--- config.mk ---
export PLATFORM = sky130hd
export DESIGN_NAME = dmem_router
export DESIGN_NICKNAME = d
export VERILOG_FILES = /design/src/hdl/soc_pkg.sv /design/src/hdl/dmem_router.sv
export VERILOG_INCLUDE_DIRS = /design/src /design/src/hdl
export SDC_FILE = /design/constraint.sdc
export NUM_CORES = 1
export LEC_CHECK = 0
export ABC_AREA = 1
export BUFFER_PORTS_ARGS = -buffer_cell sky130_fd_sc_hd__buf_2
export CAP_MARGIN = 20
export CORE_AREA = 2 2 204 206
export CTS_CLUSTER_DIAMETER = 200
export DETAILED_ROUTE_END_ITERATION = 10
export DIE_AREA = 0 0 206 208
export RECOVER_POWER = 100
export SYNTH_ARGS = -nofsm -noshare
export SYNTH_HDL_FRONTEND = slang
export SYNTH_SLANG_ARGS = --single-unit
--- constraint.sdc ---
create_clock -name clk -period 2.2 [get_ports clk]
set_input_delay 0.33 -clock clk [delete_from_list [all_inputs] [get_ports clk]]
set_output_delay 0.33 -clock clk [all_outputs]
set_load 0.02 [all_outputs]
--- src/hdl/soc_consts.svh ---
// --------------------------------------------------
// widths, icache geometry and timer addresses
// all data words are 64 bits; writes are full words
// timer registers sit at fixed CLINT-style addresses
// --------------------------------------------------

`ifndef SOC_CONSTS_SVH
`define SOC_CONSTS_SVH

// datapath widths
`define SOC_ADDR_W 64
`define SOC_DATA_W 64
`define SOC_INST_W 32

// icache geometry, one 32-bit instruction per entry
`define SOC_ICACHE_INDEX_W  6
`define SOC_ICACHE_OFFSET_W 2

// tag width for the default geometry
`define SOC_ICACHE_TAG_W (`SOC_ADDR_W - `SOC_ICACHE_INDEX_W - `SOC_ICACHE_OFFSET_W)

// machine timer registers
`define SOC_MTIME_ADDR    64'h0200_bff8
`define SOC_MTIMECMP_ADDR 64'h0200_4000

`endif

--- src/hdl/soc_pkg.sv ---
// --------------------------------------------------
// shared address types for the memory subsystem
// field layout follows the default icache geometry
// --------------------------------------------------

`include "soc_consts.svh"

package soc_pkg;

    // byte address on every port
    typedef logic [`SOC_ADDR_W-1:0] soc_addr_t;

    // fetch address split for the direct-mapped lookup
    typedef struct packed {
        logic [`SOC_ICACHE_TAG_W-1:0]    tag;
        logic [`SOC_ICACHE_INDEX_W-1:0]  index;
        logic [`SOC_ICACHE_OFFSET_W-1:0] offset;
    } icache_addr_fields_t;

    // same fetch word, seen as a RAM address or as cache fields
    typedef union packed {
        soc_addr_t           raw;
        icache_addr_fields_t f;
    } icache_addr_u;

endpackage

--- src/hdl/dmem_router.sv ---
// --------------------------------------------------
// splits data accesses between RAM and the timer
// only exact mtime/mtimecmp addresses hit the timer
// requester holds its level until o_mem_finish
// --------------------------------------------------

`include "soc_consts.svh"

module dmem_router (
    input  logic                   clk,
    input  logic                   i_reset,
    input  logic                   i_data_re,
    input  logic                   i_data_we,
    input  soc_pkg::soc_addr_t     i_data_addr,
    input  logic [`SOC_DATA_W-1:0] i_data_wdata,
    input  logic                   i_ram_ok,
    input  logic [`SOC_DATA_W-1:0] i_ram_rdata,
    input  logic [`SOC_DATA_W-1:0] i_tmr_rdata,
    output logic                   o_ram_re,
    output logic                   o_ram_we,
    output soc_pkg::soc_addr_t     o_ram_addr,
    output logic [`SOC_DATA_W-1:0] o_ram_wdata,
    output logic                   o_tmr_we,
    output logic                   o_tmr_sel,
    output logic [`SOC_DATA_W-1:0] o_tmr_wdata,
    output logic [`SOC_DATA_W-1:0] o_data_rdata,
    output logic                   o_mem_finish
);

    logic is_mtimecmp;
    logic is_tmr;
    logic tmr_access;
    // high in the finish cycle, while the old request is still held
    logic busy;

    assign is_mtimecmp = (i_data_addr == `SOC_MTIMECMP_ADDR);
    assign is_tmr      = is_mtimecmp || (i_data_addr == `SOC_MTIME_ADDR);
    assign tmr_access  = (i_data_re || i_data_we) && is_tmr && !busy;

    assign o_tmr_sel   = is_mtimecmp;
    assign o_tmr_we    = i_data_we && is_tmr && !busy;
    assign o_tmr_wdata = i_data_wdata;

    assign o_ram_re    = i_data_re && !is_tmr && !busy;
    assign o_ram_we    = i_data_we && !is_tmr && !busy;
    assign o_ram_addr  = i_data_addr;
    assign o_ram_wdata = i_data_wdata;

    assign o_mem_finish = busy;

    always_ff @(posedge clk) begin
        if (i_reset) begin
            busy <= 1'b0;
        end else begin
            busy <= tmr_access || i_ram_ok;
        end
    end

    // read data, timer value taken in the request cycle
    always_ff @(posedge clk) begin
        o_data_rdata <= tmr_access ? i_tmr_rdata : i_ram_rdata;
    end

endmodule

==> impl_metrics.ini, run 1 <==
[run_status]
status = finished clean

[synth]
synth_fp_nets = 897
synthTopCellsByArea = buf_4, dfxtp_1, nand2_1, nand4_1, nor2_1
avgSynthCellArea_sq_um = 7.16
postSynthCellCount = 636
yosysSeqAreaShare = 0.286
synth-seq-cells = 65
syn-cell-area_sq_mm = 0.00456
yosys.cell_types.count = 19
yosys.area.top_type = buf_4
ys.warnings.count = 0
synth_top_area_share = 0.318

[clock_tree]
numClockSinks = 65
insertion_delay_ns = 0.35
cts_htree_levels = 3
post_cts.repair.setup_buffers = 0
tritoncts = built
postCtsHoldBufs = 0
clkTransAtPathRegs_ns = 0.06
tritoncts.num_buffers = 9
clk_buf_depth = 2
root_buffer = clkbuf_16

[sta]
finalSetupTns_ns = 0
max_slew.worst_pin.slew_ns = 0.562
whs_ns = 0.171
crit_path_time_final_ns = 1.99
setup_repair_after_global_routing_missed_its_margin = no
finalMaxSlewViolations = 0
max_slew_margin = 0.625
setup_viol = 0
final.period_utilization = 0.905
fin_clk_skew_ns = 0.00950
hold_viol_final = 0
fmaxAchievable_mhz = 502
worst_slack_ns = 0.208

[grt]
grt_start_max_net_pins = 65
grt_pass1_wl_um = 29400
grt_remaining_overflow = 0
initial_antenna_violation_count = 1
grt_util_all_layers = 0.101
first_global_vias = 4025

[worst_setup_path]
critPathSlowestCell = buf_6
timing.critical_path.slowest_cell_delay_ns = 0.40
crit_path_start_kind = flip-flop
timing.critical_path.cells = nor2_1, inv_1, nand2_1, nand4_4, buf_6, nand2_1, nand2_1
worst_setup_path_end_kind = flip-flop
path_buf_inv = 2
worst-path-max-fanout = 64
cp_top_family = simple AND/OR/NAND/NOR gates
criticalPathCategory = flip-flop to flip-flop
critPathMostFrequentCell = nand2_1
worst-endpoint-required_ns = 2.49
critPathArrivalTime_ns = 2.29

[floorplan]
std_cell_rows = 74
fp.dieH_um = 208
die-area_sq_mm = 0.0428
pin_count = 522
floorplan.die.width_um = 206
initial_core_util = 0.112
core_box_area_sq_mm = 0.0406

[place]
dp_hpwl_um = 20100
place_congestion = 0.854
dp_slack_ns = 0.113
io_buffers = 329

[layout]
final_layout_size_suffix_gt1_frac = 0.303
antennaDiodeCount = 0
layout_common_cells = buf_2, nand2_1, clkbuf_1
layout_commonest_cell = buf_2
area_growth_pct = 18.3
finalNetCount = 1026

[power]
switching_power_w = 0.000974
power.static_leakage_nw = 2.58
power.density_cell_area_mw_per_mm2 = 600
power.switching_fraction = 0.301
cellInternalPower_w = 0.00226
design_power_total_w = 0.00323
power.ir.vdd_worst_v = 0.000301
combinationalPowerShare = 0.198
seqPwrFrac = 0.390
clock_power_share = 0.412

[route]
drt_drc_violations_left = 0
viasPerCell = 3.38
antenna_violating_nets_post_route = 0
routed_wirelength_um = 23000
route.vias.total = 4402
drt_pre_antenna_iters = 4
drt_first_iter_violations = 271
avgRoutedWirePerCell_um = 17.7

[hold_path]
hold_path_class = primary input to flip-flop

[job]
max-cap-violations = 0
what timing repair did:
action                                 4_1_cts  5_1_grt
gates resized for setup                      0        2
endpoints found under the hold margin        0        0
setup endpoints to repair                    0        3
tightest hold or removal path: stages:
cell     delay, ns
buf_2         0.07
nand2_1       0.04
nand2_1       0.05
power by group through the flow:
stage	registers (W)	logic [W]	clock network, W
floorplan	0.00136	0.000636	0
global placement	0.00129	0.000676	0
detailed placement	0.00129	0.000680	0
CTS	0.00126	0.000683	0.00142
global route	0.00127	0.000694	0.00147
finish	0.00126	0.000639	0.00133
through the flow:
stage,utilization,cells,cell area [sq um]
floorplan,-,636,4560
global placement,0.131,1286,5310
detailed placement,0.131,1286,5310
CTS,0.138,1302,5590
global route,0.133,1302,5390
finish,0.133,1302,5390
path summary, 6_finish.rpt:
kind / startpoint / to / slack (ns) / depth (start not counted)
setup reg to reg: o_mem_finish$_SDFF_PP0_ / o_data_rdata[24]$_DFF_P_ / 0.21 / 7
hold / removal: i_ram_rdata[50] / o_data_rdata[50]$_DFF_P_ / 0.17 / 3
hold reg to reg: o_mem_finish$_SDFF_PP0_ / o_data_rdata[25]$_DFF_P_ / 1.09 / 5
setup / recovery: o_mem_finish$_SDFF_PP0_ / o_data_rdata[24]$_DFF_P_ / 0.21 / 7
routing by layer:
layer | up-vias | global-route usage | part of all wire
met1 | 1875 | 0.0754 | 0.28
met2 | 409 | 0.190 | 0.52
met4 | 2 | 0.0458 | 0.031
met5 | - | 0.00576 | 0.0015
met3 | 35 | 0.0732 | 0.17
li1 | 2081 | - | -
final cells by class:
type | count | area (sq um)
clock buffers | 12 | 246
clock inverters | 4 | 28.8
fillers | 4760 | 35200
inverters | 32 | 120
multi-input cells | 320 | 1440
flip-flops and latches | 65 | 1300
well taps | 532 | 666
repair buffers | 337 | 1590
registers in the layout, indices dropped and copies added, names as in the netlist:
register and count:
o_mem_finish 1, o_data_rdata 64
synth_stat cells (all sizes together):
| cell | number |
|---|---|
| nand4 | 70 |
| nand2 | 174 |
| dfxtp | 65 |
| a21oi | 1 |
| and2 | 2 |
| nand3 | 6 |
| inv | 32 |
| clkbuf | 2 |
| buf | 217 |
| nor2 | 66 |
| nor3 | 1 |
logic make-up (layout without fill, tap and decap cells):
logic type,count (synthesis),count (layout),synth area share
AOI/OAI and AO/OA,1,1,0.00110
buffers and inverters,251,385,0.393
DFF,65,65,0.286
and+or+nand+nor,319,319,0.320
(Power assumes the default switching activity.)
==> inputs of run 2 (changes only) <==
--- a/config.mk
+++ b/config.mk
@@ -9,10 +9,10 @@
 export ABC_AREA = 1
 export BUFFER_PORTS_ARGS = -buffer_cell sky130_fd_sc_hd__buf_2
 export CAP_MARGIN = 20
-export CORE_AREA = 2 2 204 206
+export CORE_AREA = 2 2 201 203
 export CTS_CLUSTER_DIAMETER = 200
 export DETAILED_ROUTE_END_ITERATION = 10
-export DIE_AREA = 0 0 206 208
+export DIE_AREA = 0 0 203 205
 export RECOVER_POWER = 100
 export SYNTH_ARGS = -nofsm -noshare
 export SYNTH_HDL_FRONTEND = slang
==> run 2 against run 1 <==
Against the previous run: fmax is essentially flat; power shrank 0.27%; critical path depth grew 2; cell count shrank 0.46%; critical path type is now primary input to primary output; setup slack lost 0.00062 ns; highest routed layer is now met4; core utilization grew 0.38 points; largest cell class unchanged; clock power is essentially flat.
==> impl_metrics.ini, run 2 (synthesized netlist as in run 1, its figures left out) <==
[grt]
grt_remaining_overflow = 0
first_global_vias = 4064
grt_start_max_net_pins = 64
grt_util_all_layers = 0.100
grt_pass1_wl_um = 28600
initial_antenna_violation_count = 0

[floorplan]
fp.dieH_um = 205
std_cell_rows = 73
initial_core_util = 0.116
die-area_sq_mm = 0.0416
core_box_area_sq_mm = 0.0394
pin_count = 522
floorplan.die.width_um = 203

[worst_setup_path]
criticalPathCategory = primary input to primary output
worst-endpoint-required_ns = 1.87
crit_path_start_kind = primary input
worst-path-max-fanout = 4
worst_setup_path_end_kind = primary output
r2r_slack_ns = 0.28
critPathArrivalTime_ns = 1.66

[power]
power.static_leakage_nw = 2.57
power.density_cell_area_mw_per_mm2 = 599
cellInternalPower_w = 0.00225
seqPwrFrac = 0.392
power.switching_fraction = 0.302
switching_power_w = 0.000973
power.ir.vdd_worst_v = 0.000262
clock_power_share = 0.410
design_power_total_w = 0.00322
combinationalPowerShare = 0.198

[layout]
layout_commonest_cell = buf_2
area_growth_pct = 18.2
layout_common_cells = buf_2, nand2_1, clkbuf_1
instances_no_fill = 1296
antennaDiodeCount = 0
flip_flop_count_of_the_largest_register_after_layout = 64
finalNetCount = 1028
largest_register = o_data_rdata
final_layout_size_suffix_gt1_frac = 0.314
finalInstanceArea_sq_mm = 0.00538

[route]
route.top_layer_used = met4
met3_length_um = 3800
route.vias.total = 4397
avgRoutedWirePerCell_um = 17.1
met1Wirelength_um = 6380
met2RoutedLength_um = 11400
drt_pre_antenna_iters = 4
viasPerCell = 3.39
drt_drc_violations_left = 0
drt_first_iter_violations = 471
routed_wirelength_um = 22100
antenna_violating_nets_post_route = 0

[clock_tree]
clk_buf_depth = 2
root_buffer = clkbuf_16
post_cts.repair.setup_buffers = 0
tritoncts = built
insertion_delay_ns = 0.35
cts-resized-gates = 0
clkTransAtPathRegs_ns = 0.06
cts_htree_levels = 3
postCtsHoldBufs = 0
numClockSinks = 65
tritoncts.num_buffers = 9

[sta]
hold_viol_final = 0
fin_clk_skew_ns = 0.0130
final.period_utilization = 0.906
setup_repair_after_global_routing_missed_its_margin = no
finalSetupTns_ns = 0
crit_path_time_final_ns = 1.99
max_slew_margin = 0.478
fmaxAchievable_mhz = 502
max_slew.worst_pin.slew_ns = 0.783
setup_viol = 0
finalMaxSlewViolations = 0

[place]
placedInstanceArea_sq_mm = 0.00530
dp_hpwl_um = 19200
place_congestion = 0.860
io_buffers = 329
place.detailed.instances = 1281

[hold_path]
hold_path_class = primary input to flip-flop

[job]
max-cap-violations = 0

[run_status]
status = finished clean
==> run 2: changes by cell type in the layout (fill, tap and decap cells not counted), sizes merged <==
cell,delta
clkinvlp,-1
buf,-2
clkbuf,+4
==> run 2: layout make-up <==
type,count,area [sq um]
well taps,525,657
clock inverters,3,17.5
flip-flops and latches,65,1300
multi-input cells,320,1460
repair buffers,339,1580
clock buffers,12,246
inverters,32,120
fillers,4593,34000
==> run 2: worst paths after layout <==
check,startpoint,end,cells past startpoint
max reg2reg,o_mem_finish$_SDFF_PP0_,o_data_rdata[61]$_DFF_P_,7
min reg2reg,o_mem_finish$_SDFF_PP0_,o_data_rdata[22]$_DFF_P_,5
min,i_reset,o_mem_finish$_SDFF_PP0_,2
max,i_data_addr[53],o_tmr_we,9
==> run 2: power by group through the flow <==
stage               Sequential [W]  Clock (W)  Combinational [W]
finish                     0.00126    0.00132           0.000639
detailed placement         0.00129          0           0.000679
floorplan                  0.00136          0           0.000636
global placement           0.00129          0           0.000677
CTS                        0.00126    0.00139           0.000682
global route               0.00127    0.00144           0.000693
==> run 2: metal layers <==
| metal | global-route usage | vias to the layer above |
|---|---|---|
| met5 | 0 | - |
| met4 | 0.0388 | 0 |
| met3 | 0.0748 | 28 |
| met2 | 0.186 | 374 |
| met1 | 0.0796 | 1914 |
| li1 | - | 2081 |
==> run 2: stage by stage <==
stage	utilization	hold WS, ns	worst slack (ns)
global placement	0.135	0.492	0.150
floorplan	-	0.399	0.487
detailed placement	0.135	0.489	0.144
finish	0.137	0.119	0.208
global route	0.137	0.0959	0.0255
CTS	0.141	0.0917	0.140
==> run 2: worst max-delay path, stage by stage <==
cell and delay (ns):
buf_2 0.10, nor2_1 0.13, nand2_1 0.14, nor2_1 0.13, nand2_1 0.20, nor2_4 0.21
nand2_1 0.12, nor2_1 0.12, clkbuf_2 0.17
