`config.mk`:
```
export PLATFORM = sky130hd
export DESIGN_NAME = clint_timer
export DESIGN_NICKNAME = d
export VERILOG_FILES = /design/src/hdl/clint_timer.sv
export VERILOG_INCLUDE_DIRS = /design/src /design/src/hdl
export SDC_FILE = /design/constraint.sdc
export NUM_CORES = 1
export LEC_CHECK = 0
export BUFFER_PORTS_ARGS = -buffer_cell sky130_fd_sc_hd__buf_2
export CORE_ASPECT_RATIO = 0.75
export CORE_MARGIN = 2
export CORE_UTILIZATION = 50
export CTS_BUF_LIST = sky130_fd_sc_hd__clkbuf_2
export CTS_CLUSTER_DIAMETER = 120
export CTS_CLUSTER_SIZE = 20
export DETAILED_ROUTE_END_ITERATION = 8
export GPL_ROUTABILITY_DRIVEN = 0
export HOLD_SLACK_MARGIN = 0.12
export PLACE_DENSITY = 0.81
export REMOVE_ABC_BUFFERS = 1
export SYNTH_ARGS = -nofsm -noshare
export SYNTH_HDL_FRONTEND = slang
export SYNTH_SLANG_ARGS = --single-unit
```
`constraint.sdc`:
```
create_clock -name clk -period 3.1 [get_ports clk]
set_input_delay 0.465 -clock clk [delete_from_list [all_inputs] [get_ports clk]]
set_output_delay 0.465 -clock clk [all_outputs]
set_load 0.05 [all_outputs]
```
`src/hdl/soc_consts.svh`:
```
// --------------------------------------------------
// widths, icache geometry and timer addresses
// all data words are 64 bits; writes are full words
// timer registers sit at fixed CLINT-style addresses
// --------------------------------------------------

`ifndef SOC_CONSTS_SVH
`define SOC_CONSTS_SVH

// datapath widths
`define SOC_ADDR_W 64
`define SOC_DATA_W 64
`define SOC_INST_W 32

// icache geometry, one 32-bit instruction per entry
`define SOC_ICACHE_INDEX_W  6
`define SOC_ICACHE_OFFSET_W 2

// tag width for the default geometry
`define SOC_ICACHE_TAG_W (`SOC_ADDR_W - `SOC_ICACHE_INDEX_W - `SOC_ICACHE_OFFSET_W)

// machine timer registers
`define SOC_MTIME_ADDR    64'h0200_bff8
`define SOC_MTIMECMP_ADDR 64'h0200_4000

`endif

```
`src/hdl/clint_timer.sv`:
```
// --------------------------------------------------
// mtime counts every clock, no prescaler
// interrupt stays high while mtime >= mtimecmp
// --------------------------------------------------

`include "soc_consts.svh"

module clint_timer (
    input  logic                   clk,
    input  logic                   i_reset,
    input  logic                   i_tmr_we,
    input  logic                   i_tmr_sel,
    input  logic [`SOC_DATA_W-1:0] i_tmr_wdata,
    output logic [`SOC_DATA_W-1:0] o_tmr_rdata,
    output logic                   o_timer_intr
);

    logic [`SOC_DATA_W-1:0] mtime_q;
    logic [`SOC_DATA_W-1:0] mtimecmp_q;

    // sel high picks mtimecmp
    assign o_tmr_rdata = i_tmr_sel ? mtimecmp_q : mtime_q;

    always_ff @(posedge clk) begin
        if (i_reset) begin
            mtime_q      <= '0;
            mtimecmp_q   <= '1;
            o_timer_intr <= 1'b0;
        end else begin
            if (i_tmr_we && !i_tmr_sel) begin
                mtime_q <= i_tmr_wdata;
            end else begin
                mtime_q <= mtime_q + 1'b1;
            end
            if (i_tmr_we && i_tmr_sel) begin
                mtimecmp_q <= i_tmr_wdata;
            end
            o_timer_intr <= (mtime_q >= mtimecmp_q);
        end
    end

endmodule

```
==> impl_metrics.py, run 1 <==
metrics = {
    "clock_network": {
        "clkSinkCount": 129,
        "post_cts_buffers": 0,
        "cts-root-buf": "clkbuf_2",
        "cts_inserted_buffers": 17,
        "clkTransAtPathRegs_ps": 200,
        "cts_max_level": 4,
        "clk_latency_ps": 730,
        "clk_path_buf_depth": 2,
        "cts_tree": "built",
    },
    "critical_path": {
        "critPathArrivalTime_ps": 3260,
        "cp_num_cells": 6,
        "crit_type": "register to register",
        "crit_family": "simple AND/OR/NAND/NOR gates",
        "r2r_start": "mtime_q[2]",
        "path_cells": "and4_1 -> nand3_1 -> nor4_4 -> nand3_2 -> or3_1 -> a311oi_1",
        "crit_fanout": 9,
        "cp-end-kind": "register",
        "rrSetupSlack_ps": 480,
        "startpoint_type": "register",
        "startpoint": "mtime_q[2]",
        "cp.buffers_inverters": 0,
        "cp-endpoint": "mtime_q[62]",
        "crit_path_top_delay_cell": "nor4_4",
        "reg2reg_depth": 6,
        "required_ps": 3740,
        "slowest_delay_ps": 600,
        "r2r-end": "mtime_q[62]",
    },
    "worst_hold_path": {
        "worst_hold_startpoint": "i_reset",
        "hold_class": "primary input to register",
    },
    "routing": {
        "drt_first_pass_iters": 5,
        "vias_per_cell": 5.70,
        "drc": 0,
        "first_iter_violations": 523,
        "ant_nets": 0,
        "vias": 7624,
        "wl_per_cell_um": 16.3,
        "wirelength_um": 21800,
    },
    "synthesis": {
        "ys_warn_count": 0,
        "synth_edf_count": 0,
        "syn_area_um2": 8060,
        "synth_top_area_cell": "dfxtp_1",
        "ys_async_sr_fraction_pct": 0,
        "synth.top_cells.by_area": "dfxtp_1, ha_1, mux2_2, a211o_1, and3_1",
        "syn_inst": 945,
        "syn_avg_cell_area_um2": 8.53,
        "synth-seq-area-share_pct": 32.0,
        "yosys.cell_types.count": 45,
        "synth-seq-cells": 129,
        "synth-main-ff-cell": "dfxtp_1",
        "synth_top_area_share_pct": 32.0,
    },
    "power_and_ir_drop": {
        "peakVddDrop_mv": 0.219,
        "p_leak_nw": 4.84,
        "finalPower_mw": 3.93,
        "p_per_area_nw_per_um2": 401,
    },
    "global_routing": {
        "grt-ovfl-total": 0,
        "grt.total_usage_pct": 25.6,
        "antenna_found_initial": 0,
        "grt_first_pass_wirelength_um": 35200,
        "grt_max_degree": 58,
        "grt_pass1_vias": 7100,
    },
    "die": {
        "rows": 40,
        "initial_utilization_pct": 50.7,
        "die-height_um": 114,
        "core_area_um2": 15900,
        "dieArea_um2": 17200,
        "io_pins": 133,
        "die_w_um": 151,
    },
    "place": {
        "dpl.cell_count": 1242,
        "io_buffers": 132,
        "pre_cts_slack_ps": 335,
        "dp_hpwl_um": 15100,
    },
    "layout": {
        "fin_cells": 1338,
        "antennaDiodeCount": 0,
        "area.growth.synth_to_final_pct": 21.5,
        "nets": 1248,
        "layout-drive-gt1-share_pct": 21.5,
        "fin_util_pct": 61.6,
    },
    "timing": {
        "fin_crit_sh_pct": 84.6,
        "period_minus_slack_ps": 2620,
        "setup_viol": 0,
        "clock.fmax_mhz": 381,
        "clock_skew_ps": 33.4,
        "rsz0062_at_grt": "no",
        "report.final.slew_viol_count": 0,
        "setup_ws_ps": 477,
        "tightest_slew_ps": 600,
        "finalSetupTns_ps": 0,
        "max-slew-margin-rel_pct": 60.0,
        "finalHoldViolCount": 0,
    },
    "run": {
        "max_cap_violations": 0,
    },
    "outcome": {
        "status": "complete, no violations",
    },
}
## cells in the mapped netlist (all sizes together), types with 10 or more instances
master and instances:
nor2 71, a21oi 23, ha 65, a211o 64, nand2 58, clkbuf 57
nand4 31, xnor2 14, o21ai 34, dfxtp 129, or3 10, and3 73
a311oi 11, nand3 29, a211oi 48, inv 76, xor2 36, mux2 55
## how the worst min path moves through the flow
stage	end	slack (ps)	depth (start not counted)
after CTS	o_timer_intr	170	2
after global placement	mtimecmp_q[53]	460	1
final	o_timer_intr	230	2
after detailed placement	mtimecmp_q[32]	470	1
after global routing	o_timer_intr	210	2
after floorplan	mtimecmp_q[10]	450	1
## report_power, final
part | switching (mW) | internal [mW]
registers | 0.124 | 1.77
logic | 0.678 | 0.404
clock network | 0.659 | 0.287
## routing by layer
layer / up-vias / routed length [um] / GRT usage, %
met2: 248 / 9180 / 37.9
li1: 3775 / - / -
met4: 0 / 459 / 9.53
met3: 36 / 1380 / 4.00
met1: 3565 / 10800 / 37.5
met5: - / 0 / 0
## layout by cell type (no fill, tap or decap), types with 2 or more instances in the layout
master and n:
a211o_1 64, a211oi_1 48, a21o_1 3, a21oi_1 23
a221oi_1 4, a311oi_1 11, a31oi_1 2, and2_1 6
and3_1 73, and4_1 8, buf_12 5, buf_2 130
buf_4 15, clkbuf_2 20, clkinv_1 4, clkinv_2 3
clkinvlp_4 2, dfxtp_1 129, dlygate4sd3_1 64, ha_1 65
inv_1 76, mux2_2 55, mux2i_1 2, nand2_1 57
nand3_1 28, nand4_1 31, nor2_1 71, nor3_1 8
nor4_1 4, nor4_2 2, nor4_4 2, o21ai_0 34
or3_1 9, xnor2_1 14, xor2_1 36
## final cells by class
class | instances | area [um2]
clock inverters | 12 | 92.6
fillers | 1406 | 6120
inverters | 76 | 285
repair buffers | 214 | 1500
clock buffers | 20 | 100
multi-input cells | 677 | 4970
flip-flops and latches | 129 | 2580
well taps | 210 | 263
## per-stage QoR
stage	hold WS, ps	instance area (um2)
after floorplan	453	7820
after global placement	463	8960
after detailed placement	472	8960
after CTS	167	9790
after global routing	213	9800
final	230	9800
## what timing repair did
item                                   in CTS  in global routing
gates resized for setup                     0                  1
hold buffers                               64                  0
setup endpoints to repair                   0                  1
endpoints found under the hold margin     128                  0
## logic make-up after synthesis
kind of cell               count (synthesis)  synth area share, %
buffers and inverters                    139                 6.52
adders and majority gates                 65                 10.1
muxes                                     57                 7.93
DFF                                      129                 32.0
xor gates and xnor gates                  50                 5.43
and+or+nand+nor                          307                 20.1
AOI/OAI and AO/OA                        198                 17.9
## state kept, by name (all words and copies together), names as in the netlist
register,cells
o_timer_intr,1
mtime_q,64
mtimecmp_q,64
Note: power is estimated with default switching activity, not from simulation.
==> run 2, diff against run 1 <==
--- a/config.mk
+++ b/config.mk
@@ -16,7 +16,7 @@
 export DETAILED_ROUTE_END_ITERATION = 8
 export GPL_ROUTABILITY_DRIVEN = 0
 export HOLD_SLACK_MARGIN = 0.12
-export PLACE_DENSITY = 0.81
+export PLACE_DENSITY = 0.84
 export REMOVE_ABC_BUFFERS = 1
 export SYNTH_ARGS = -nofsm -noshare
 export SYNTH_HDL_FRONTEND = slang
==> constraint.sdc (replaced) <==
create_clock -name clk -period 2.35 [get_ports clk]
set_input_delay 0.3525 -clock clk [delete_from_list [all_inputs] [get_ports clk]]
set_output_delay 0.3525 -clock clk [all_outputs]
set_load 0.05 [all_outputs]
==> run 2 against run 1 <==
Via count is 4.3% higher. Fmax up 17%. Core utilization is 2.6 points higher. Count of clock-buffer cells in the layout increased by 3. Global-route usage rose by 1.6 points. Flip-flop and latch count unchanged. Power rose by 36%. Sequential share of layout area decreased by 1.0 points. Cell count rose by 3.5%. Worst hold slack improved by 140 ps. Worst setup slack got worse by 370 ps. Critical path type unchanged. Largest cell class unchanged.
==> impl_metrics.py, run 2 (synthesis gave the netlist of run 1 again) <==
metrics = {
    "clock_network": {
        "clkTransAtPathRegs_ps": 210,
        "clk_path_buf_depth": 2,
        "cts_tree": "built",
        "cts_max_level": 4,
        "cts-root-buf": "clkbuf_2",
        "clkSinkCount": 129,
        "cts_inserted_buffers": 17,
        "clk_latency_ps": 730,
    },
    "place": {
        "postPlaceCellArea_um2": 9250,
        "io_buffers": 132,
        "pre_cts_slack_ps": -3.83,
        "dp_hpwl_um": 15900,
        "dpl.cell_count": 1281,
    },
    "timing": {
        "setup_ws_ps": 107,
        "report.final.slew_viol_count": 0,
        "tightest_slew_ps": 641,
        "clock_skew_ps": 37.2,
        "fin_crit_sh_pct": 95.5,
        "clock.fmax_mhz": 446,
        "setup_viol": 0,
        "rsz0062_at_grt": "yes",
        "finalHoldViolCount": 0,
        "period_minus_slack_ps": 2240,
        "max-slew-margin-rel_pct": 57.3,
    },
    "layout": {
        "top_regs": "mtime_q x64, mtimecmp_q x64, o_timer_intr x1",
        "fin_cells": 1385,
        "antennaDiodeCount": 0,
        "layout-drive-gt1-share_pct": 24.9,
        "nets": 1296,
        "layout_commonest_cell": "buf_2",
        "register_area_um2": 2590,
        "final_area_um2": 10200,
        "area.growth.synth_to_final_pct": 26.6,
        "nFillCells": 1311,
        "layout_common_cells": "buf_2, dfxtp_1, inv_1, and3_1",
        "multi_input_area_um2": 4990,
    },
    "run": {
        "max_cap_violations": 0,
    },
    "power_and_ir_drop": {
        "p_leak_nw": 5.10,
        "finalPower_mw": 5.33,
        "peakVddDrop_mv": 0.322,
        "p_per_area_nw_per_um2": 522,
    },
    "routing": {
        "first_iter_violations": 658,
        "drt_first_pass_iters": 5,
        "vias_per_cell": 5.74,
        "vias": 7952,
        "ant_nets": 0,
        "wirelength_um": 23200,
        "drc": 0,
        "wl_per_cell_um": 16.7,
    },
    "critical_path": {
        "reg2reg_depth": 8,
        "rrSetupSlack_ps": 110,
        "r2r-end": "o_timer_intr",
        "crit_fanout": 4,
        "startpoint_type": "register",
        "cp-end-kind": "register",
        "required_ps": 3010,
        "r2r_start": "mtime_q[13]",
        "crit_type": "register to register",
        "critPathArrivalTime_ps": 2910,
    },
    "die": {
        "rows": 40,
        "dieArea_um2": 17200,
        "core_area_um2": 15900,
        "initial_utilization_pct": 50.7,
        "die_w_um": 151,
        "die-height_um": 114,
        "io_pins": 133,
    },
    "global_routing": {
        "grt.total_usage_pct": 27.2,
        "grt_pass1_vias": 7491,
        "antenna_found_initial": 0,
        "grt_max_degree": 50,
        "grt-ovfl-total": 0,
        "grt_first_pass_wirelength_um": 37000,
    },
    "worst_hold_path": {
        "worst_hold_startpoint": "i_tmr_sel",
        "hold_class": "primary input to register",
        "hold_end": "mtimecmp_q[14]",
        "hold_depth": 3,
    },
    "outcome": {
        "status": "complete, no violations",
    },
}
run 2: cell types whose count changed in the layout (fill, tap and decap cells not counted), moves of 2 or more:
cell,before,now
buf_4,15,57
and4_4,0,2
dlygate4sd3_1,64,70
dfxtp_1,129,126
and4_1,8,6
dfxtp_2,0,2
clkbuf_2,20,23
run 2: power by group:
| group | switching (mW) | total (mW) | leakage [nW] | internal (mW) |
|---|---|---|---|---|
| Sequential | 0.133 | 2.47 | 1.07 | 2.34 |
| Clock | 0.832 | 1.33 | 0.136 | 0.494 |
| Combinational | 0.953 | 1.54 | 3.90 | 0.584 |
| Total | 1.92 | 5.33 | 5.10 | 3.42 |
run 2: worst max-delay path, cell delays in order, from the launching register on:
cell and delay, ps:
dfxtp_4 400, buf_4 140, ha_1 300, nand2_1 90, nor4_1 400, a31oi_1 180
a2111oi_0 480, nor4_1 100, nor2_1 90
run 2: final cells by class:
class                   instances  area share [%]
multi-input cells             677            48.9
well taps                     210            2.57
clock inverters                 8           0.870
flip-flops and latches        129            25.4
repair buffers                262            18.4
clock buffers                  23            1.13
inverters                      76            2.79
run 2: worst max path at each step:
stage | cells past startpoint | endpoint | from | slack (ps)
2_1_floorplan | 4 | mtime_q[53] | i_tmr_sel | -810
6_report | 8 | o_timer_intr | mtime_q[13] | 110
5_1_grt | 7 | mtime_q[63] | mtime_q[13] | -10
4_1_cts | 7 | mtime_q[35] | mtime_q[13] | 30
3_3_place_gp | 7 | mtime_q[51] | mtime_q[13] | 100
3_5_place_dp | 7 | mtime_q[45] | mtime_q[13] | -4
run 2: repair_timing:
item / 4_1_cts / 5_1_grt
hold buffers: 71 / 0
endpoints found under the hold margin: 128 / 0
setup endpoints to repair: 4 / 20
pin swaps: 1 / 1
buffers inserted: 1 / 2
resized for setup: 0 / 10
run 2: per-stage QoR:
step	utilization, %	hold slack (ps)	TNS [ps]
4_1_cts	63.9	334	0
6_report	64.2	374	0
3_5_place_dp	58.1	471	-3.83
5_1_grt	64.2	364	-13.4
3_3_place_gp	58.1	462	0
2_1_floorplan	-	425	-40630
run 2: metal layers:
layer,track usage [%],part of all wire (%),vias to the layer above
met4,8.85,1.6,0
met2,42.2,44,295
met3,5.00,7.0,37
met5,0,0,-
met1,38.3,48,3751
li1,-,-,3869
