### src/hdl/soc_consts.svh
// --------------------------------------------------
// widths, icache geometry and timer addresses
// all data words are 64 bits; writes are full words
// timer registers sit at fixed CLINT-style addresses
// --------------------------------------------------

`ifndef SOC_CONSTS_SVH
`define SOC_CONSTS_SVH

// datapath widths
`define SOC_ADDR_W 64
`define SOC_DATA_W 64
`define SOC_INST_W 32

// icache geometry, one 32-bit instruction per entry
`define SOC_ICACHE_INDEX_W  6
`define SOC_ICACHE_OFFSET_W 2

// tag width for the default geometry
`define SOC_ICACHE_TAG_W (`SOC_ADDR_W - `SOC_ICACHE_INDEX_W - `SOC_ICACHE_OFFSET_W)

// machine timer registers
`define SOC_MTIME_ADDR    64'h0200_bff8
`define SOC_MTIMECMP_ADDR 64'h0200_4000

`endif

### src/hdl/soc_pkg.sv
// --------------------------------------------------
// shared address types for the memory subsystem
// field layout follows the default icache geometry
// --------------------------------------------------

`include "soc_consts.svh"

package soc_pkg;

    // byte address on every port
    typedef logic [`SOC_ADDR_W-1:0] soc_addr_t;

    // fetch address split for the direct-mapped lookup
    typedef struct packed {
        logic [`SOC_ICACHE_TAG_W-1:0]    tag;
        logic [`SOC_ICACHE_INDEX_W-1:0]  index;
        logic [`SOC_ICACHE_OFFSET_W-1:0] offset;
    } icache_addr_fields_t;

    // same fetch word, seen as a RAM address or as cache fields
    typedef union packed {
        soc_addr_t           raw;
        icache_addr_fields_t f;
    } icache_addr_u;

endpackage

### src/hdl/mem_arbiter.sv
// --------------------------------------------------
// single external RAM port, data side has priority
// fixed latency RAM: read data one cycle after enable
// one access in flight, back to idle after each
// --------------------------------------------------

`include "soc_consts.svh"

module mem_arbiter (
    input  logic                   clk,
    input  logic                   i_reset,
    input  logic                   i_data_re,
    input  logic                   i_data_we,
    input  soc_pkg::soc_addr_t     i_data_addr,
    input  logic [`SOC_DATA_W-1:0] i_data_wdata,
    input  logic                   i_inst_req,
    input  soc_pkg::soc_addr_t     i_inst_addr,
    input  logic [`SOC_DATA_W-1:0] i_ram_data_in,
    input  logic [`SOC_INST_W-1:0] i_inst_data_in,
    output logic                   o_data_ok,
    output logic [`SOC_DATA_W-1:0] o_data_rdata,
    output logic                   o_inst_ok,
    output logic [`SOC_INST_W-1:0] o_inst_rdata,
    output logic                   o_read_ram_ena,
    output logic                   o_read_inst_ena,
    output soc_pkg::soc_addr_t     o_addr_outp,
    output logic                   o_write_ram_ena,
    output soc_pkg::soc_addr_t     o_write_ram_addr,
    output logic [`SOC_DATA_W-1:0] o_write_ram_data
);
    import soc_pkg::*;

    localparam logic [2:0] S_IDLE  = 3'd0;
    localparam logic [2:0] S_READ  = 3'd1;
    localparam logic [2:0] S_CAPT  = 3'd2;
    localparam logic [2:0] S_WRITE = 3'd3;
    localparam logic [2:0] S_WACK  = 3'd4;

    logic [2:0]             state_q;
    logic [2:0]             state_d;
    logic                   gnt_data_q;
    logic                   data_req;
    soc_addr_t              addr_q;
    logic [`SOC_DATA_W-1:0] wdata_q;

    assign data_req = i_data_re || i_data_we;

    always_comb begin
        state_d = state_q;
        case (state_q)
            S_IDLE: begin
                if (i_data_we) begin
                    state_d = S_WRITE;
                end else if (i_data_re || i_inst_req) begin
                    state_d = S_READ;
                end
            end
            S_READ:  state_d = S_CAPT;
            S_WRITE: state_d = S_WACK;
            default: state_d = S_IDLE;
        endcase
    end

    always_ff @(posedge clk) begin
        if (i_reset) begin
            state_q    <= S_IDLE;
            gnt_data_q <= 1'b0;
        end else begin
            state_q <= state_d;
            if (state_q == S_IDLE) begin
                gnt_data_q <= data_req;
            end
        end
    end

    // winner's address and write word, held for the whole access
    always_ff @(posedge clk) begin
        if (state_q == S_IDLE) begin
            addr_q  <= data_req ? i_data_addr : i_inst_addr;
            wdata_q <= i_data_wdata;
        end
    end

    assign o_read_ram_ena   = (state_q == S_READ) && gnt_data_q;
    assign o_read_inst_ena  = (state_q == S_READ) && !gnt_data_q;
    assign o_write_ram_ena  = (state_q == S_WRITE);
    assign o_addr_outp      = addr_q;
    assign o_write_ram_addr = addr_q;
    assign o_write_ram_data = wdata_q;

    // ok falls in the capture cycle, the requester registers the word
    assign o_data_ok    = gnt_data_q && ((state_q == S_CAPT) || (state_q == S_WACK));
    assign o_inst_ok    = !gnt_data_q && (state_q == S_CAPT);
    assign o_data_rdata = i_ram_data_in;
    assign o_inst_rdata = i_inst_data_in;

endmodule

### config.mk
export PLATFORM = sky130hd
export DESIGN_NAME = mem_arbiter
export DESIGN_NICKNAME = d
export VERILOG_FILES = /design/src/hdl/soc_pkg.sv /design/src/hdl/mem_arbiter.sv
export VERILOG_INCLUDE_DIRS = /design/src /design/src/hdl
export SDC_FILE = /design/constraint.sdc
export NUM_CORES = 1
export LEC_CHECK = 0
export ABC_AREA = 1
export BUFFER_PORTS_ARGS = -buffer_cell sky130_fd_sc_hd__buf_2
export CAP_MARGIN = 5
export CORE_AREA = 2 2 228 230
export CTS_CLUSTER_SIZE = 14
export DETAILED_ROUTE_END_ITERATION = 6
export DIE_AREA = 0 0 230 232
export PLACE_DENSITY_LB_ADDON = 0.05
export RECOVER_POWER = 25
export SLEW_MARGIN = 20
export SYNTH_ARGS = -nofsm -noshare
export SYNTH_HDL_FRONTEND = slang
export SYNTH_SLANG_ARGS = --single-unit
### constraint.sdc
create_clock -name clk -period 3.8 [get_ports clk]
set_input_delay 0.95 -clock clk [delete_from_list [all_inputs] [get_ports clk]]
set_output_delay 0.95 -clock clk [all_outputs]
set_load 0.01 [all_outputs]
==> reports/qor.csv, run 1 <==
metric;value;unit
status;finished, violations left;
failing checks;capacitance limit, slew limit;
sequential cell area;0.00392;sq mm
met2 Use GR;0.172;
PortBufs;393;
initial antenna violation count;4;
Overflow after GRT;0;
CTS tree;done;
Critical Path AT;3.17;ns
# rows;83;
Tmin final;2.84;ns
via count;4357;
Clock transition at path regs;0.06;ns
starting density of the core;0.120;
number of global-route vias before repair;4415;
first-pass GRT wire length;35.8;mm
First-pass DRT Iterations;4;
Critical Path Fanout Max;36;
R2R Setup Slk;1.83;ns
top_reg_cell synth;edfxtp_1;
Post-synth EDFFs;128;
GR peak layer;met2;
Worst Hold Class;reg2reg;
Seq/Total Area, Yosys;0.643;
max-slew violation count;33;
Sink Count;132;
number of fillers in the final layout;5777;
# Post-CTS Setup Buffers;0;
area of the multi-input gates;826;sq um
CTS Buffer Depth;2;
yosys synthesis warning count;0;
GR Layer Usage met3;0.0627;
PnR worst setup slack;0.960;ns
Core Box Area;0.0509;sq mm
Util after Layout;0.162;
synth cell count leaders;nand2_1, buf_4, edfxtp_1, inv_1, nor2_1;
Hold EP;state_q[2];
reg-to-reg startpoint;state_q[0];
Die Y-Extent;232;um
static leakage;3.81;nW
DR WL/cell;18.8;um
P per Cell Area;546;mW/mm^2
WHS Path Cells;1;
Mapped Area;0.00610;sq mm
Routability Congestion;0.737;
CP endpoint kind;flop;
largest net degree at the start of global routing;129;
Unique masters post-synth;16;
IO Count;586;
period utilisation layout;0.747;
post-DP HPWL;21.7;mm
hold path startpoint;state_q[2];
worst vdd ir;0.000272;V
Area contributors post-synth;edfxtp_1, buf_4, nand2_1, dfxtp_1, buf_6;
max frequency;352;MHz
Layout area overhead;35.5;%
clk_lat worst skew;0.47;ns
Worst Skew;0.00756;ns
root buffer cell;clkbuf_16;
GRT met1 Usage;0.0949;
Req. time, crit path;4.13;ns
layout cell share with drive strength beyond 1;0.543;
final net count;1063;
CTS Buf Count;17;
Sum Neg Setup Slack;0;ns
cells on worst reg2reg path;4;
CP Class;in2reg;
Synth area leader;edfxtp_1;
top cell type's share of synthesized area;0.630;
DR DRC count;0;
Mapped Cells;528;
CTS Hold Buffers Added;0;
Routed Antenna Nets;0;
initial drt markers;130;
GRT Util Overall;0.101;
die area;0.0534;sq mm
Max H-tree Level;4;
pre-CTS WS;1.40;ns
Avg Inst Size Synth;11.5;sq um
DR vias/cell;2.98;
crit path launch type;primary input;
Max Cap Viol;1;
die width;230;um
ant diodes;0;
post-cts resize count;0;
# setup viols final;0;
FF+latch count, synth;132;
Post-Route WL;27.4;mm
RSZ-0062 raised after global routing;no;
Slew @ Worst Pin;1.73;ns
FFs w/ async S/R, synth;0;
syn nets;821;
most instantiated library cell after synthesis;nand2_1;
final hold vios;0;
Critical R2R Capture;o_addr_outp[14];
Slew headroom;-0.153;
-- sequential cells by signal, indices dropped and copies added (netlist names) --
register,flops
o_write_ram_data,64
state_q,3
gnt_data_q,1
o_addr_outp,64
-- worst max-delay path by stage --
| stage | endpoint | from | cells after the start |
|---|---|---|---|
| 2_1_floorplan | o_addr_outp[0] | state_q[0] | 3 |
| 3_3_place_gp | o_addr_outp[59] | i_data_re | 6 |
| 3_5_place_dp | o_addr_outp[25] | i_data_re | 6 |
| 4_1_cts | o_data_ok | state_q[0] | 4 |
| 5_1_grt | o_addr_outp[57] | i_data_we | 6 |
| 6_report | o_addr_outp[31] | i_data_we | 6 |
-- metal layers --
metal / vias to the layer above / share of wire
met5: - / 0.0016
met4: 6 / 0.033
met3: 80 / 0.12
met2: 290 / 0.51
met1: 1931 / 0.34
li1: 2050 / -
-- metrics by stage --
step	instance area, sq um	instances	hold slack (ns)	power [mW]
6_report	8260	1463	0.489	4.51
2_1_floorplan	6100	528	0.447	2.46
4_1_cts	8290	1463	0.495	4.65
5_1_grt	8260	1463	0.539	4.76
3_3_place_gp	7660	1431	0.491	2.74
3_5_place_dp	7660	1431	0.483	2.72
-- worst max-delay path, cell delays in order --
cell and delay [ns]:
clkbuf_1 0.20, clkinv_1 0.09, nand2_1 0.84, clkbuf_2 0.83, nand2_1 0.11, nand2_1 0.11
-- cell usage in the layout, fill, tap and decap left out --
cell / netlist / final
edfxtp_1: 128 / 128
clkinv_2: 0 / 2
o211ai_1: 1 / 1
inv_6: 0 / 5
nor2_1: 7 / 7
inv_1: 7 / 6
nor2_4: 0 / 1
nand3_1: 2 / 2
clkinvlp_4: 0 / 1
clkinv_4: 0 / 3
bufinv_16: 0 / 4
nor4_1: 1 / 1
dfxtp_1: 4 / 4
clkinv_1: 0 / 1
buf_4: 166 / 1
nor3_1: 2 / 2
clkbuf_2: 0 / 1
o21ai_0: 2 / 2
a21oi_1: 1 / 1
buf_12: 0 / 1
clkbuf_16: 0 / 17
clkbuf_1: 0 / 6
nand2_1: 197 / 197
buf_2: 2 / 389
-- kinds of logic after synthesis --
family / synth area share
AND/OR/NAND/NOR: 0.131
AO/OA/AOI/OAI: 0.00369
buffers and inverters: 0.222
flip-flops: 0.643
-- cell type report --
cell class,instances,share of cell area
clock inverter,14,0.0241
timing repair buffer,397,0.242
tap,680,0.103
clock buffer,18,0.0519
inverter,8,0.00424
sequential,132,0.475
multi-input combinational,214,0.100
-- power breakdown --
group          total [mW]  switching (mW)  internal (mW)
sequential           1.93          0.0956           1.84
clock                1.86           0.756           1.10
combinational       0.716           0.442          0.274
total                4.51            1.29           3.22
(Power assumes the default switching activity.)
==> inputs of run 2 (changes only) <==
==> constraint.sdc (replaced) <==
create_clock -name clk -period 2.59 [get_ports clk]
set_input_delay 0.6475 -clock clk [delete_from_list [all_inputs] [get_ports clk]]
set_output_delay 0.6475 -clock clk [all_outputs]
set_load 0.01 [all_outputs]
==> run 2 against run 1 <==
  * The run still ends with capacitance limit, slew limit left
  * Sequential share of layout area shrank 0.40 points
  * Global-route usage is 0.20 points higher
  * Cell count grew 0.41%
  * Clock skew shrank 0.00078 ns
  * Clock power grew 51%
  * Critical path depth shrank 2
  * First-iteration DRC count up 8.5%
  * Wire length up 1.1%
  * Non-clock buffer count up 2
  * Register-to-register slack got worse by 0.86 ns
==> reports/qor.csv, run 2 (synthesis gave the netlist of run 1 again) <==
metric;value;unit;change
max-slew violation count;66;;was 33
CTS Buf Count;17;;unchanged
GR peak layer;met2;;unchanged
initial antenna violation count;4;;unchanged
CTS tree;done;;unchanged
Overflow after GRT;0;;unchanged
post-cts resize count;0;;unchanged
Max Cap Viol;1;;unchanged
# Post-CTS Setup Buffers;0;;unchanged
PortBufs;393;;unchanged
CP endpoint kind;output port;;was flop
die width;230;um;unchanged
status;finished, violations left;;unchanged
number of global-route vias before repair;4454;;was 4415
Slew @ Worst Pin;1.60;ns;was 1.73 ns
GRT met1 Usage;0.100;;was 0.0949
worst vdd ir;0.000456;V;was 0.000272 V
CTS Buffer Depth;2;;unchanged
Sink Count;132;;unchanged
clk_lat worst skew;0.46;ns;was 0.47 ns
# setup viols final;0;;unchanged
root buffer cell;clkbuf_16;;unchanged
CP Class;reg2out;;was in2reg
Clock transition at path regs;0.07;ns;was 0.06 ns
layout cell share with drive strength beyond 1;0.552;;was 0.543
max frequency;482;MHz;
Core Box Area;0.0509;sq mm;unchanged
GRT Util Overall;0.103;;was 0.101
First-pass DRT Iterations;4;;unchanged
period utilisation layout;0.801;;
Inst Count DP;1433;;was 1431
largest net degree at the start of global routing;66;;was 129
R2R Setup Slk;0.97;ns;was 1.83 ns
Final Cell Area;0.00833;sq mm;was 0.00826 sq mm
Critical R2R Capture;o_write_ram_data[29];;was o_addr_outp[14]
Final Non-Filler Cells;1469;;was 1463
Max H-tree Level;4;;unchanged
failing checks;capacitance limit, slew limit;;unchanged
WHS Path Cells;1;;unchanged
Util after Layout;0.164;;was 0.162
Req. time, crit path;1.94;ns;was 4.13 ns
DR DRC count;0;;unchanged
Hold EP;o_write_ram_data[48];;was state_q[2]
crit path launch type;flop;;was primary input
Tmin final;2.08;ns;
Layout area overhead;36.7;%;was 35.5%
Hold WS;0.353;ns;was 0.489 ns
final net count;1065;;was 1063
Critical Path Fanout Max;4;;was 36
DR WL/cell;18.9;um;was 18.8 um
Die Y-Extent;232;um;unchanged
final hold vios;0;;unchanged
met2 Use GR;0.172;;about the same
# rows;83;;unchanged
placed cell area;0.00771;sq mm;was 0.00766 sq mm
reg-to-reg startpoint;state_q[0];;unchanged
Worst Hold Class;in2reg;;was reg2reg
most common cell after layout, fill and taps aside;buf_2;;unchanged
Slew headroom;-0.0682;;was -0.153
Worst Skew;0.00678;ns;was 0.00756 ns
most frequent cells in the layout;buf_2, nand2_1, edfxtp_1;;unchanged
first-pass GRT wire length;36.1;mm;was 35.8 mm
GR Layer Usage met3;0.0589;;was 0.0627
Routed Antenna Nets;0;;unchanged
Routability Congestion;0.688;;was 0.737
hold path startpoint;i_data_wdata[48];;was state_q[2]
static leakage;3.84;nW;was 3.81 nW
cells on worst reg2reg path;4;;unchanged
P per Cell Area;807;mW/mm^2;was 546 mW/mm^2
IO Count;586;;unchanged
RSZ-0062 raised after global routing;no;;unchanged
post-DP HPWL;22.2;mm;was 21.7 mm
via count;4397;;was 4357
DR vias/cell;2.99;;was 2.98
Post-Route WL;27.7;mm;was 27.4 mm
starting density of the core;0.120;;unchanged
CTS Hold Buffers Added;0;;unchanged
Critical Path AT;1.43;ns;was 3.17 ns
die area;0.0534;sq mm;unchanged
initial drt markers;141;;was 130
[run 2: cell count changes in the layout (fill, tap and decap cells not counted), sizes merged]
cell / before / now
clkinv: 6 / 3
clkbuf: 24 / 22
bufinv: 4 / 5
diode: 0 / 4
clkinvlp: 1 / 3
buf: 391 / 395
[run 2: layer usage]
metal | part of all wire | vias to the layer above | routed length, um
met3 | 0.11 | 67 | 3100
met1 | 0.35 | 1961 | 9820
met4 | 0.039 | 0 | 1100
met5 | 0 | - | 0
li1 | - | 2055 | -
met2 | 0.50 | 314 | 13700
[run 2: worst max-delay path, stage by stage (launching register included)]
cell and delay [ns]:
dfxtp_1 0.34, inv_1 0.10, nand2_1 0.07, nor3_1 0.24
buf_2 0.22
[run 2: worst max-delay path by stage]
stage | endpoint | slack [ns] | start
after floorplan | o_addr_outp[0] | -0.17 | state_q[2]
after global placement | o_addr_outp[40] | 0.88 | i_data_we
after detailed placement | o_inst_ok | 0.89 | state_q[0]
after CTS | o_inst_ok | 0.34 | state_q[0]
after global routing | o_inst_ok | 0.27 | state_q[0]
final | o_inst_ok | 0.51 | state_q[0]
[run 2: cell type report]
| cell class | count | area, sq um |
|---|---|---|
| Sequential cell | 132 | 3930 |
| Antenna cell | 4 | 10.0 |
| Timing Repair Buffer | 399 | 2030 |
| Clock buffer | 18 | 429 |
| Fill cell | 5780 | 42600 |
| Inverter | 8 | 33.8 |
| Clock inverter | 14 | 224 |
| Multi-Input combinational cell | 214 | 833 |
| Tap cell | 680 | 851 |
[run 2: per-stage QoR]
step | TNS (ns) | total power [mW] | worst slack (ns)
floorplan | -21.22 | 3.60 | -0.166
finish | 0 | 6.72 | 0.514
detailed placement | 0 | 4.03 | 0.893
CTS | 0 | 6.97 | 0.339
global route | 0 | 7.10 | 0.274
global placement | 0 | 4.05 | 0.885
[run 2: report_power, final]
part / switching, mW / total [mW] / internal, mW
logic: 0.664 / 1.08 / 0.420
clock network: 1.09 / 2.81 / 1.72
registers: 0.140 / 2.83 / 2.69
==> inputs of run 3 (changes only) <==
--- a/config.mk
+++ b/config.mk
@@ -6,13 +6,13 @@
 export SDC_FILE = /design/constraint.sdc
 export NUM_CORES = 1
 export LEC_CHECK = 0
-export ABC_AREA = 1
+export ABC_AREA = 0
 export BUFFER_PORTS_ARGS = -buffer_cell sky130_fd_sc_hd__buf_2
 export CAP_MARGIN = 5
-export CORE_AREA = 2 2 228 230
+export CORE_AREA = 2 2 230 232
 export CTS_CLUSTER_SIZE = 14
 export DETAILED_ROUTE_END_ITERATION = 6
-export DIE_AREA = 0 0 230 232
+export DIE_AREA = 0 0 232 234
 export PLACE_DENSITY_LB_ADDON = 0.05
 export RECOVER_POWER = 25
 export SLEW_MARGIN = 20
==> constraint.sdc (replaced) <==
create_clock -name clk -period 2.1 [get_ports clk]
set_input_delay 0.525 -clock clk [delete_from_list [all_inputs] [get_ports clk]]
set_output_delay 0.525 -clock clk [all_outputs]
set_load 0.01 [all_outputs]
==> run 3 against run 2 <==
  * The run now ends clean
  * Synthesized cell count down 28%
  * Count of clock-buffer cells in the layout up 2
  * Power up 12%
  * First-iteration DRC count down 3.5%
  * Synthesized area up 3.7%
  * Combinational power up 23%
  * Sequential power up 22%
  * Critical path depth down 2
  * Sequential cell count unchanged
  * Worst setup slack worse by 0.37 ns
  * Clock skew down 0.0027 ns
  * Core utilization down 0.17 points
  * Critical path type unchanged
  * Critical endpoint is now o_read_ram_ena
  * Largest cell class unchanged
==> reports/qor.csv, run 3 <==
metric;value;unit;change
cell chain of the critical path;nor4bb_1 > buf_2;;was inv_1 > nand2_1 > nor3_1 > buf_2
Layout area overhead;33.4;%;was 36.7%
Hold WS;0.233;ns;was 0.353 ns
initial antenna violation count;3;;was 4
most common cell after layout, fill and taps aside;buf_2;;unchanged
Max H-tree Level;4;;unchanged
Post-Route WL;20.8;mm;was 27.7 mm
die area;0.0543;sq mm;was 0.0534 sq mm
Routability Congestion;0.731;;was 0.688
FFs w/ async S/R, synth;0;;unchanged
most frequent cells in the layout;buf_2, edfxtp_1, mux2_4;;was buf_2, nand2_1, edfxtp_1
FF+latch count, synth;132;;unchanged
CP Class;reg2out;;unchanged
Core Box Area;0.0520;sq mm;was 0.0509 sq mm
Die Y-Extent;234;um;was 232 um
via count;3753;;was 4397
Sink Count;132;;unchanged
max-slew violation count;0;;was 66
Final Non-Filler Cells;1331;;was 1469
Req. time, crit path;1.57;ns;was 1.94 ns
# rows;84;;was 83
worst vdd ir;0.000590;V;was 0.000456 V
Clock transition at path regs;0.06;ns;was 0.07 ns
root buffer cell;clkbuf_16;;unchanged
synth cell count leaders;buf_4, edfxtp_1, mux2_4, buf_12;;was nand2_1, buf_4, edfxtp_1, inv_1, nor2_1
Slew @ Worst Pin;0.500;ns;was 1.60 ns
RSZ-0062 raised after global routing;no;;unchanged
DR WL/cell;15.6;um;was 18.9 um
Routed Antenna Nets;0;;unchanged
Worst Hold Class;in2reg;;unchanged
Tmin final;1.96;ns;
Inst Count DP;1298;;was 1433
CTS Buffer Depth;2;;unchanged
Max Cap Viol;0;;was 1
CP endpoint kind;output port;;unchanged
reg-to-reg startpoint;state_q[1];;was state_q[0]
Synth area leader;edfxtp_1;;unchanged
Overflow after GRT;0;;unchanged
Mapped Area;0.00632;sq mm;was 0.00610 sq mm
CTS Hold Buffers Added;0;;unchanged
# setup viols final;0;;unchanged
number of global-route vias before repair;3876;;was 4454
first-pass GRT wire length;27.5;mm;was 36.1 mm
layout cell share with drive strength beyond 1;0.762;;was 0.552
Seq/Total Area, Yosys;0.621;;was 0.643
Final Cell Area;0.00843;sq mm;was 0.00833 sq mm
most instantiated library cell after synthesis;buf_4;;was nand2_1
die width;232;um;was 230 um
top_reg_cell synth;edfxtp_1;;unchanged
IO Count;586;;unchanged
Unique masters post-synth;19;;was 16
CTS tree;done;;unchanged
Critical Path Fanout Max;5;;was 4
placed cell area;0.00793;sq mm;was 0.00771 sq mm
PortBufs;393;;unchanged
final hold vios;0;;unchanged
Sum Neg Setup Slack;0;ns;unchanged
final net count;922;;was 1065
starting density of the core;0.122;;was 0.120
top cell type's share of synthesized area;0.608;;was 0.630
Worst Skew;0.00410;ns;was 0.00678 ns
critical path's slowest cell;dfxtp_1;;unchanged
First-pass DRT Iterations;4;;unchanged
static leakage;3.64;nW;was 3.84 nW
Slew headroom;0.667;;was -0.0682
largest net degree at the start of global routing;80;;was 66
crit path launch type;flop;;unchanged
Post-synth EDFFs;128;;unchanged
syn nets;671;;was 821
CP peak stage delay;0.39;ns;was 0.34 ns
period utilisation layout;0.932;;
CTS Buf Count;17;;unchanged
# Post-CTS Setup Buffers;0;;unchanged
hold path startpoint;i_data_wdata[39];;was i_data_wdata[48]
status;finished clean;;was finished, violations left
post-cts resize count;0;;unchanged
Area contributors post-synth;edfxtp_1, buf_4, mux2_4, buf_12, dfxtp_1;;was edfxtp_1, buf_4, nand2_1, dfxtp_1, buf_6
post-DP HPWL;16.3;mm;was 22.2 mm
Critical Path AT;1.43;ns;about the same
Mapped Cells;378;;was 528
GRT Util Overall;0.0748;;was 0.103
initial drt markers;136;;was 141
yosys synthesis warning count;0;;unchanged
Avg Inst Size Synth;16.7;sq um;was 11.5 sq um
critical path launch point;gnt_data_q;;was state_q[0]
P per Cell Area;889;mW/mm^2;was 807 mW/mm^2
Util after Layout;0.162;;was 0.164
DR vias/cell;2.82;;was 2.99
DR DRC count;0;;unchanged
clk_lat worst skew;0.46;ns;about the same
max frequency;511;MHz;
==> run 3: changes by cell type after synthesis, sizes merged, moves of 2 or more <==
cell	previous run	this run
nor2	8	2
nand2	197	0
nor3b	0	2
o21ai	2	0
inv	8	0
nor4b	0	2
mux2	0	64
buf	174	166
nand3	2	0
==> run 3: through the flow <==
stage	total power, mW	worst slack, ns
after global routing	7.93	0.00564
after global placement	4.92	0.287
after CTS	7.78	0.0544
final	7.50	0.142
after floorplan	4.50	-1.80
after detailed placement	4.91	0.252
==> run 3: worst paths after layout <==
| check | end | slack [ns] | cells past startpoint |
|---|---|---|---|
| max reg2reg | o_write_ram_data[32] | 0.58 | 2 |
| min reg2reg | state_q[1] | 0.52 | 1 |
| max | o_read_ram_ena | 0.14 | 2 |
| min | o_write_ram_data[39] | 0.23 | 1 |
==> run 3: final cells by class <==
| cell class | instances | area, sq um |
|---|---|---|
| Antenna cell | 1 | 2.50 |
| Clock buffer | 20 | 437 |
| Clock inverter | 12 | 66.3 |
| Fill cell | 5801 | 43600 |
| Multi-Input combinational cell | 80 | 1090 |
| Sequential cell | 132 | 3930 |
| Tap cell | 688 | 861 |
| Timing Repair Buffer | 398 | 2050 |
==> run 3: critical path: cells and delay by family (launching register included) <==
| kind | cells | cell delay (ns) |
|---|---|---|
| buffers and inverters | 1 | 0.20 |
| flip-flops | 1 | 0.39 |
| AND/OR/NAND/NOR | 1 | 0.38 |
==> run 3: logic make-up after synthesis <==
| family | count (synthesis) | share of synthesized area |
|---|---|---|
| flip-flops | 132 | 0.621 |
| XOR/XNOR | 1 | 0.00139 |
| multiplexers | 65 | 0.151 |
| AO/OA/AOI/OAI | 1 | 0.00119 |
| buffers and inverters | 166 | 0.209 |
| AND/OR/NAND/NOR | 13 | 0.0164 |
==> run 3: where the power goes <==
part           total (mW)  internal [mW]  switching, mW
Sequential           3.46           3.31          0.151
Clock                2.71           1.48           1.23
Combinational        1.33          0.607          0.722
==> run 3: metal layers <==
layer,vias up,global-route usage,part of all wire
met5,-,0,0.0010
li1,1695,-,-
met3,46,0.0472,0.11
met4,4,0.0417,0.027
met1,1754,0.0801,0.39
met2,254,0.112,0.48
